`config.mk`:
```
export PLATFORM = sky130hd
export DESIGN_NAME = pwm_cmd_top
export DESIGN_NICKNAME = d
export VERILOG_FILES = /design/src/pwm_cmd_pkg.sv /design/src/cmd_addr_match.sv /design/src/cmd_word_assemble.sv /design/src/pwm_cmd_top.sv /design/src/pwm_core.sv /design/src/pwm_regs.sv
export VERILOG_INCLUDE_DIRS = /design/src
export SDC_FILE = /design/constraint.sdc
export NUM_CORES = 1
export LEC_CHECK = 0
export ABC_CLOCK_PERIOD_IN_PS = 5680
export BUFFER_PORTS_ARGS = -buffer_cell sky130_fd_sc_hd__buf_4
export CAP_MARGIN = 10
export CORE_ASPECT_RATIO = 1.2
export CORE_MARGIN = 8
export CORE_UTILIZATION = 45
export DETAILED_ROUTE_END_ITERATION = 16
export SYNTH_ARGS = -nofsm -noshare
export SYNTH_HDL_FRONTEND = slang
export SYNTH_SLANG_ARGS = --single-unit
```
`constraint.sdc`:
```
create_clock -name rst -period 5.68 [get_ports rst]
set_clock_uncertainty 0.05 [all_clocks]
set_input_delay 0.852 -clock rst [delete_from_list [all_inputs] [get_ports rst]]
set_output_delay 0.852 -clock rst [all_outputs]
set_load 0.01 [all_outputs]
```
`src/pwm_cmd_defines.svh`:
```
`ifndef PWM_CMD_DEFINES_SVH
`define PWM_CMD_DEFINES_SVH

// command frame: addr lo, addr hi, data 0..3
`define PWM_CMD_FRAME_BYTES 6

// register window, eight offsets
`define PWM_CMD_REG_BASE 16'h0840
`define PWM_CMD_REG_MASK 16'hfff8

// clear command, single address
`define PWM_CMD_CLR_ADDR 16'h08ff
`define PWM_CMD_CLR_MASK 16'hffff

// register offsets inside the window
`define PWM_OFS_CTRL   3'd0
`define PWM_OFS_PERIOD 3'd1
`define PWM_OFS_CMP    3'd2

// offsets 3 to 7 decode to nothing

`endif

```
`src/pwm_cmd_pkg.sv`:
```
`default_nettype none

package pwm_cmd_pkg;

    // control register fields
    typedef struct packed {
        logic [15:0] rsvd_hi;  // 31:16
        logic [7:0]  prescale; // 15:8, prescaler terminal count
        logic [5:0]  rsvd_lo;  // 7:2
        logic        invert;   // output polarity
        logic        enable;   // run counters
    } pwm_ctrl_t;

    // same word seen raw by the bus side, by field by the core
    typedef union packed {
        logic [31:0] raw;
        pwm_ctrl_t   f;
    } pwm_ctrl_u;

    // bit positions in the hit and write enable buses
    typedef enum logic [0:0] {
        WIN_REG = 1'b0,
        WIN_CLR = 1'b1
    } win_sel_e;

endpackage

`default_nettype wire

```
`src/cmd_addr_match.sv`:
```
`timescale 1ns/1ps
`include "pwm_cmd_defines.svh"
`default_nettype none

module cmd_addr_match (
    input  wire         rst,
    input  wire         clk,
    input  wire  [7:0]  ad,
    input  wire         stb,
    output logic [1:0]  win_hit,
    output logic [15:0] frame_addr,
    output logic [7:0]  dbyte,
    output logic        dbyte_valid
);
    import pwm_cmd_pkg::*;

    localparam logic [15:0] REG_BASE = `PWM_CMD_REG_BASE;
    localparam logic [15:0] REG_MASK = `PWM_CMD_REG_MASK;
    localparam logic [15:0] CLR_ADDR = `PWM_CMD_CLR_ADDR;
    localparam logic [15:0] CLR_MASK = `PWM_CMD_CLR_MASK;
    localparam logic [2:0]  LAST_POS = 3'(`PWM_CMD_FRAME_BYTES - 1);

    logic [2:0]  pos;           // 0 = idle, 1..5 = byte index
    logic        frame_start;
    logic [1:0]  lo_now;        // low byte match on ad
    logic [1:0]  hi_now;        // high byte match on ad
    logic [1:0]  lo_match;
    logic [7:0]  lo_byte;
    logic [1:0]  hit_pend;
    logic [15:0] addr_pend;
    logic        frame_hit;     // current frame hit some window
    logic [7:0]  data_d1;
    logic        data_d1_valid;

    function automatic logic byte_match(input logic [7:0] b, input logic [7:0] ref_val,
                                        input logic [7:0] mask);
        return ((b ^ ref_val) & mask) == 8'h00;
    endfunction

    assign frame_start = stb && (pos == 3'd0); // strobes mid-frame dropped

    always_comb begin
        lo_now[WIN_REG] = byte_match(ad, REG_BASE[7:0], REG_MASK[7:0]);
        lo_now[WIN_CLR] = byte_match(ad, CLR_ADDR[7:0], CLR_MASK[7:0]);
        hi_now[WIN_REG] = byte_match(ad, REG_BASE[15:8], REG_MASK[15:8]);
        hi_now[WIN_CLR] = byte_match(ad, CLR_ADDR[15:8], CLR_MASK[15:8]);
    end

    always_ff @(posedge rst or posedge clk) begin
        if (clk) begin
            pos <= '0;
        end else if (frame_start) begin
            pos <= 3'd1;
        end else if (pos == LAST_POS) begin
            pos <= '0;
        end else if (pos != 3'd0) begin
            pos <= pos + 3'd1;
        end
    end

    always_ff @(posedge rst or posedge clk) begin
        if (clk) begin
            lo_match      <= '0;
            hit_pend      <= '0;
            win_hit       <= '0;
            frame_hit     <= 1'b0;
            data_d1_valid <= 1'b0;
            dbyte_valid   <= 1'b0;
        end else begin
            if (frame_start) begin
                lo_match <= lo_now;
            end
            hit_pend <= (pos == 3'd1) ? (lo_match & hi_now) : 2'b00;
            win_hit  <= hit_pend;          // one cycle pulse
            if (pos == 3'd2) begin
                frame_hit <= |hit_pend;
            end
            data_d1_valid <= (pos >= 3'd2);
            dbyte_valid   <= data_d1_valid && frame_hit;
        end
    end

    // address and data path
    always_ff @(posedge rst) begin
        if (frame_start) begin
            lo_byte <= ad;
        end
        if (pos == 3'd1) begin
            addr_pend <= {ad, lo_byte};
        end
        if (hit_pend != 2'b00) begin
            frame_addr <= addr_pend;       // held until next hit
        end
        data_d1 <= ad;
        dbyte   <= data_d1;
    end

endmodule

`default_nettype wire

```
`src/cmd_word_assemble.sv`:
```
`timescale 1ns/1ps
`default_nettype none

module cmd_word_assemble #(
    parameter int DATA_WIDTH = 32  // multiple of 8, at most 32
) (
    input  wire                   rst,
    input  wire                   clk,
    input  wire  [1:0]            win_hit,
    input  wire  [15:0]           frame_addr,
    input  wire  [7:0]            dbyte,
    input  wire                   dbyte_valid,
    output logic [15:0]           cmd_addr,
    output logic [DATA_WIDTH-1:0] cmd_data,
    output logic [1:0]            cmd_we
);
    localparam int         NUM_BYTES = DATA_WIDTH / 8;
    localparam logic [2:0] LAST_BYTE = 3'(NUM_BYTES - 1);

    logic [1:0]            win_r;
    logic [15:0]           addr_r;
    logic [DATA_WIDTH-1:0] shreg;
    logic [DATA_WIDTH+7:0] shift_cat;
    logic [DATA_WIDTH-1:0] word_next;
    logic [2:0]            byte_cnt;
    logic                  word_done;

    // new byte enters at the top, first byte ends up lowest
    assign shift_cat = {dbyte, shreg};
    assign word_next = shift_cat[DATA_WIDTH+7:8];
    assign word_done = dbyte_valid && (byte_cnt == LAST_BYTE);

    always_ff @(posedge rst or posedge clk) begin
        if (clk) begin
            win_r    <= '0;
            byte_cnt <= '0;
            cmd_we   <= '0;
            cmd_addr <= '0;
            cmd_data <= '0;
        end else begin
            if (|win_hit) begin
                win_r    <= win_hit;
                byte_cnt <= '0;
            end else if (word_done) begin
                byte_cnt <= '0;
            end else if (dbyte_valid) begin
                byte_cnt <= byte_cnt + 3'd1;
            end
            cmd_we <= word_done ? win_r : 2'b00; // strobe for latched window
            if (word_done) begin
                cmd_addr <= addr_r;
                cmd_data <= word_next;
            end
        end
    end

    always_ff @(posedge rst) begin
        if (|win_hit) begin
            addr_r <= frame_addr;
        end
        if (dbyte_valid) begin
            shreg <= word_next;
        end
    end

endmodule

`default_nettype wire

```
`src/pwm_cmd_top.sv`:
```
`timescale 1ns/1ps
`default_nettype none

module pwm_cmd_top (
    input  wire        rst,
    input  wire        clk,
    input  wire [7:0]  ad,
    input  wire        stb,
    output wire [15:0] cmd_addr,
    output wire [31:0] cmd_data,
    output wire [1:0]  cmd_we,
    output wire        pwm_out,
    output wire        pwm_wrap
);
    import pwm_cmd_pkg::*;

    wire [1:0]      win_hit;
    wire [15:0]     frame_addr;
    wire [7:0]      dbyte;
    wire            dbyte_valid;
    wire pwm_ctrl_u ctrl;
    wire [15:0]     period;
    wire [15:0]     compare;

    cmd_addr_match u_cmd_addr_match (
        .rst         (rst),
        .clk         (clk),
        .ad          (ad),
        .stb         (stb),
        .win_hit     (win_hit),
        .frame_addr  (frame_addr),
        .dbyte       (dbyte),
        .dbyte_valid (dbyte_valid)
    );

    cmd_word_assemble #(
        .DATA_WIDTH (32)
    ) u_cmd_word_assemble (
        .rst         (rst),
        .clk         (clk),
        .win_hit     (win_hit),
        .frame_addr  (frame_addr),
        .dbyte       (dbyte),
        .dbyte_valid (dbyte_valid),
        .cmd_addr    (cmd_addr),
        .cmd_data    (cmd_data),
        .cmd_we      (cmd_we)
    );

    pwm_regs u_pwm_regs (
        .rst      (rst),
        .clk      (clk),
        .cmd_addr (cmd_addr),
        .cmd_data (cmd_data),
        .cmd_we   (cmd_we),
        .ctrl     (ctrl),
        .period   (period),
        .compare  (compare)
    );

    pwm_core u_pwm_core (
        .rst      (rst),
        .clk      (clk),
        .ctrl     (ctrl),
        .period   (period),
        .compare  (compare),
        .pwm_out  (pwm_out),
        .pwm_wrap (pwm_wrap)
    );

endmodule

`default_nettype wire

```
`src/pwm_core.sv`:
```
`timescale 1ns/1ps
`default_nettype none

module pwm_core (
    input  wire                    rst,
    input  wire                    clk,
    input  wire pwm_cmd_pkg::pwm_ctrl_u ctrl,
    input  wire  [15:0]            period,
    input  wire  [15:0]            compare,
    output logic                   pwm_out,
    output logic                   pwm_wrap
);
    import pwm_cmd_pkg::*;

    pwm_ctrl_t   cfg;
    logic [7:0]  presc_cnt;
    logic [15:0] period_cnt;
    logic        presc_wrap;
    logic        period_end;

    assign cfg = ctrl.f;

    // >= so a shrinking limit cannot strand a counter above it
    assign presc_wrap = (presc_cnt >= cfg.prescale);
    assign period_end = (period_cnt >= period);

    always_ff @(posedge rst or posedge clk) begin
        if (clk) begin
            presc_cnt  <= '0;
            period_cnt <= '0;
            pwm_wrap   <= 1'b0;
            pwm_out    <= 1'b0;
        end else if (!cfg.enable) begin
            presc_cnt  <= '0;          // parked while disabled
            period_cnt <= '0;
            pwm_wrap   <= 1'b0;
            pwm_out    <= cfg.invert;
        end else begin
            pwm_out  <= cfg.invert ^ (period_cnt < compare);
            pwm_wrap <= 1'b0;
            if (presc_wrap) begin
                presc_cnt <= '0;
                if (period_end) begin
                    period_cnt <= '0;
                    pwm_wrap   <= 1'b1; // start of a new period
                end else begin
                    period_cnt <= period_cnt + 16'd1;
                end
            end else begin
                presc_cnt <= presc_cnt + 8'd1;
            end
        end
    end

endmodule

`default_nettype wire

```
`src/pwm_regs.sv`:
```
`timescale 1ns/1ps
`include "pwm_cmd_defines.svh"
`default_nettype none

module pwm_regs (
    input  wire                    rst,
    input  wire                    clk,
    input  wire  [15:0]            cmd_addr,
    input  wire  [31:0]            cmd_data,
    input  wire  [1:0]             cmd_we,
    output pwm_cmd_pkg::pwm_ctrl_u ctrl,
    output logic [15:0]            period,
    output logic [15:0]            compare
);
    import pwm_cmd_pkg::*;

    logic [2:0] reg_ofs;
    logic       reg_we;
    logic       clr_we;

    // window already qualified upstream, only offset bits matter here
    assign reg_ofs = cmd_addr[2:0];
    assign reg_we  = cmd_we[WIN_REG];
    assign clr_we  = cmd_we[WIN_CLR];

    always_ff @(posedge rst or posedge clk) begin
        if (clk) begin
            ctrl.raw <= '0;
            period   <= '0;
            compare  <= '0;
        end else if (clr_we) begin
            ctrl.raw <= '0;       // clear command wins
            period   <= '0;
            compare  <= '0;
        end else if (reg_we) begin
            case (reg_ofs)
                `PWM_OFS_CTRL: begin
                    ctrl.raw <= cmd_data;
                end
                `PWM_OFS_PERIOD: begin
                    period <= cmd_data[15:0];
                end
                `PWM_OFS_CMP: begin
                    compare <= cmd_data[15:0];
                end
                default: begin
                    // unused offset, write dropped
                end
            endcase
        end
    end

endmodule

`default_nettype wire

```
==> results.py <==
metrics = {
    "place": {
        "place_congestion": 0.7497,
        "placed_cell_area_sq_um": 9995,
        "dp_cells": 1126,
        "pre_cts_ws_ns": 2.942,
        "dp_hpwl_mm": 12.55,
        "io_buffer_count": 62,
    },
    "global_route": {
        "grt_max_degree": 84,
        "grt_usage": 0.1494,
        "met1_usage": 0.1809,
        "grt_remaining_overflow": 0,
        "grt.met2_usage": 0.2588,
        "antenna_found_initial": 0,
        "grtUsageMet3": 0.03003,
        "grt_pass1_vias": 6032,
        "busiest_layer": "met2",
        "grt_first_pass_wirelength_mm": 31.30,
    },
    "sta": {
        "final_hold_viol_count": 0,
        "timing.setup.tns_ns": 0,
        "rsz0062_at_grt": "no",
        "setup_slack_ns": 2.991,
        "report.final.slew_viol_count": 0,
        "fmax_ghz": 0.3719,
        "fin_crit_ns": 2.689,
        "relSlewSlack": 0.2024,
        "post-route-period-util": 0.4734,
        "worst_pin_slew_ns": 1.191,
        "setup-violations-final": 0,
    },
    "synthesis": {
        "yosys.cell_types.count": 54,
        "synth_xor_area_frac": 0.01038,
        "synth_mux_area_frac": 0.008901,
        "synth-simple-area-share": 0.1620,
        "synth_seq_cells": 231,
        "synth_top_cell_area_share": 0.3641,
        "yosysMostFrequentCell": "nand2_1",
        "synth_edf_count": 80,
        "yosys.area_share.adder": 0.05664,
        "async_reset_ff_frac": 0.5844,
        "synth_nets": 877,
        "yosys_warnings": 0,
        "synth_compound_area_frac": 0.06972,
        "syn_area_sq_um": 9278,
        "ys_seq_area_frac": 0.6576,
        "synth.area.top_cells": "dfrtp_1 36%, edfxtp_1 26%, nand2_1 10%",
        "yosys-top-cells-count": "249 x nand2_1, 135 x dfrtp_1, 80 x edfxtp_1",
        "synth_area_per_cell_sq_um": 11.26,
        "netlist_instances": 824,
        "synth_largest_area_cell": "dfrtp_1",
        "synth_top_family_by_area": "simple AND/OR/NAND/NOR gates",
        "synth_ff_type": "dfrtp_1",
    },
    "floorplan": {
        "pin_count": 63,
        "num_rows": 57,
        "core_region_area_sq_um": 20250,
        "die_w_um": 147.1,
        "start_util": 0.4581,
        "fp.dieH_um": 173.3,
        "dieArea_sq_um": 25490,
    },
    "final_layout": {
        "layout-drive-gt1-share": 0.1271,
        "nets": 940,
        "diodes": 0,
        "areaGrowthSynthToFinish_pct": 16.13,
        "final_cell_count_no_fill": 1170,
        "final_cell_area_sq_um": 10770,
    },
    "worst_setup_path": {
        "cp-start-kind": "register",
        "slowest_stage": "o311ai_4",
        "crit_required_ns": 6.05,
        "endpoint_kind": "register",
        "critPathKind": "reg -> reg",
        "arrival_ns": 3.05,
        "cp_max_fo": 18,
        "critPathMaxStageDelay_ns": 0.67,
        "path_cells": "inv_1 -> ha_1 -> nand2b_4 -> a2111oi_4 -> nor4_1 -> o311ai_4 -> nand2_2 -> o31ai_1",
    },
    "power": {
        "seqPwrFrac": 0.529,
        "ir_drop_mv": 0.2626,
        "switchingPower_uw": 712.9,
        "p_sw_frac": 0.2056,
        "p_per_area_nw_per_um2": 321.8,
        "totalPowerFinal_mw": 3.468,
        "p_leak_nw": 4.739,
        "p_int_mw": 2.755,
        "clkPwrFrac": 0.445,
        "p_comb_frac": 0.027,
    },
    "clocking": {
        "insertion_delay_ns": 0.51,
        "ctsHoldBuffers": 0,
        "cts_setup_buffers": 0,
        "ctsResizeCount": 0,
        "cts_max_path_buffers": 3,
        "cts_buffers": 24,
        "cts.sinks": 231,
        "cts_tree": "built",
        "htree_levels": 1,
        "clk_pin_slew_worst_paths_ns": 0.06,
        "cts-root-buf": "clkbuf_16",
    },
    "route": {
        "drtIter0Drc": 298,
        "avgRoutedWirePerCell_um": 15.83,
        "wl_mm": 18.52,
        "drcViolationCount": 0,
        "vias_per_cell": 4.945,
        "first_pass_iters": 4,
        "vias": 5786,
        "postRouteAntennaNets": 0,
    },
    "hold_path": {
        "hold_class": "reg -> reg",
    },
    "flow_run": {
        "drv_cap": 0,
    },
    "run_status": {
        "status": "completed",
    },
}
-- flip-flops by register name, summed over array words and instances, names as in the netlist, 2 cells and up --
register / count
u_cmd_addr_match.lo_match: 2
u_cmd_addr_match.addr_pend: 16
u_pwm_regs.period: 16
u_pwm_regs.compare: 16
u_cmd_word_assemble.win_r: 2
u_cmd_addr_match.data_d1: 8
u_cmd_addr_match.dbyte: 8
u_cmd_addr_match.frame_addr: 16
u_cmd_word_assemble.byte_cnt: 3
u_pwm_core.period_cnt: 16
u_cmd_addr_match.win_hit: 2
u_cmd_word_assemble.addr_r: 16
u_cmd_word_assemble.shreg: 24
u_cmd_word_assemble.cmd_we: 2
u_cmd_addr_match.pos: 3
u_cmd_word_assemble.cmd_data: 32
u_cmd_addr_match.lo_byte: 8
u_cmd_word_assemble.cmd_addr: 16
u_pwm_regs.ctrl: 10
u_cmd_addr_match.hit_pend: 2
u_pwm_core.presc_cnt: 8
-- kinds of logic (layout without fill, tap and decap cells) --
| kind of cell | Yosys count | in the layout |
|---|---|---|
| and+or+nand+nor | 350 | 350 |
| muxes | 8 | 8 |
| adders and majority gates | 42 | 42 |
| AOI/OAI and AO/OA | 100 | 100 |
| buffers and inverters | 82 | 163 |
| xor gates and xnor gates | 11 | 11 |
| DFF | 231 | 231 |
-- critical path, delay by kind of cell, from the launching register on --
kind / cells / cell delay (ns)
compound gates: 3 / 1.28
simple gates: 3 / 0.50
flops: 1 / 0.44
fa+ha+maj: 1 / 0.27
buf+inv: 1 / 0.06
-- stage by stage --
stage                       util  hold WS, ns
final                     0.5319       0.2732
after global routing      0.5319       0.2742
after CTS                 0.5319       0.2752
after detailed placement  0.4935       0.2621
after global placement    0.4935       0.2609
after floorplan                -       0.2596
-- layout by cell type (no fill, tap or decap), types with 8 or more instances in the layout --
master,n
nand2_1,249
dfrtp_1,135
edfxtp_1,80
buf_4,65
a21oi_1,56
inv_1,53
ha_1,42
nor2_1,25
clkbuf_16,25
nand3_1,21
dfxtp_1,16
o21ai_0,11
nand4_1,8
-- worst paths after layout --
check,depth (start not counted),slack [ns],to,startpoint
worst max register to register,8,2.99,u_pwm_core.period_cnt[12]$_DFFE_PP0P_,u_pwm_core.period_cnt[0]$_DFFE_PP0P_
max in group asynchronous,3,3.98,u_cmd_word_assemble.cmd_addr[3]$_DFFE_PP0P_,clk
min in group asynchronous,2,0.43,u_cmd_word_assemble.byte_cnt[0]$_DFFE_PP0P_,clk
worst min register to register,0,0.27,u_cmd_addr_match.dbyte[2]$_DFF_P_,u_cmd_addr_match.data_d1[2]$_DFF_P_
worst max-delay path,8,2.99,u_pwm_core.period_cnt[12]$_DFFE_PP0P_,u_pwm_core.period_cnt[0]$_DFFE_PP0P_
worst min-delay path,0,0.27,u_cmd_addr_match.dbyte[2]$_DFF_P_,u_cmd_addr_match.data_d1[2]$_DFF_P_
-- power by group through the flow --
stage | clock, mW | sequential (mW) | combinational [mW]
floorplan | 0 | 1.86 | 0.0639
global placement | 0 | 1.86 | 0.0941
detailed placement | 0 | 1.87 | 0.0967
CTS | 1.58 | 1.83 | 0.0968
global route | 1.64 | 1.84 | 0.109
finish | 1.54 | 1.83 | 0.0922
-- per-layer routing --
metal  share of wire  up-vias
li1                -     2907
met1            0.42     2767
met2            0.51       80
met3           0.042       32
met4           0.024        0
met5               0        -
-- layout make-up --
cell class	count	area, sq um
fillers	1846	9480
flip-flops and latches	231	6101
multi-input cells	511	2867
clock buffers	34	679.4
repair buffers	65	488.0
well taps	265	331.6
inverters	54	207.7
clock inverters	10	100.1
Power figures use the tool's default switching activity.
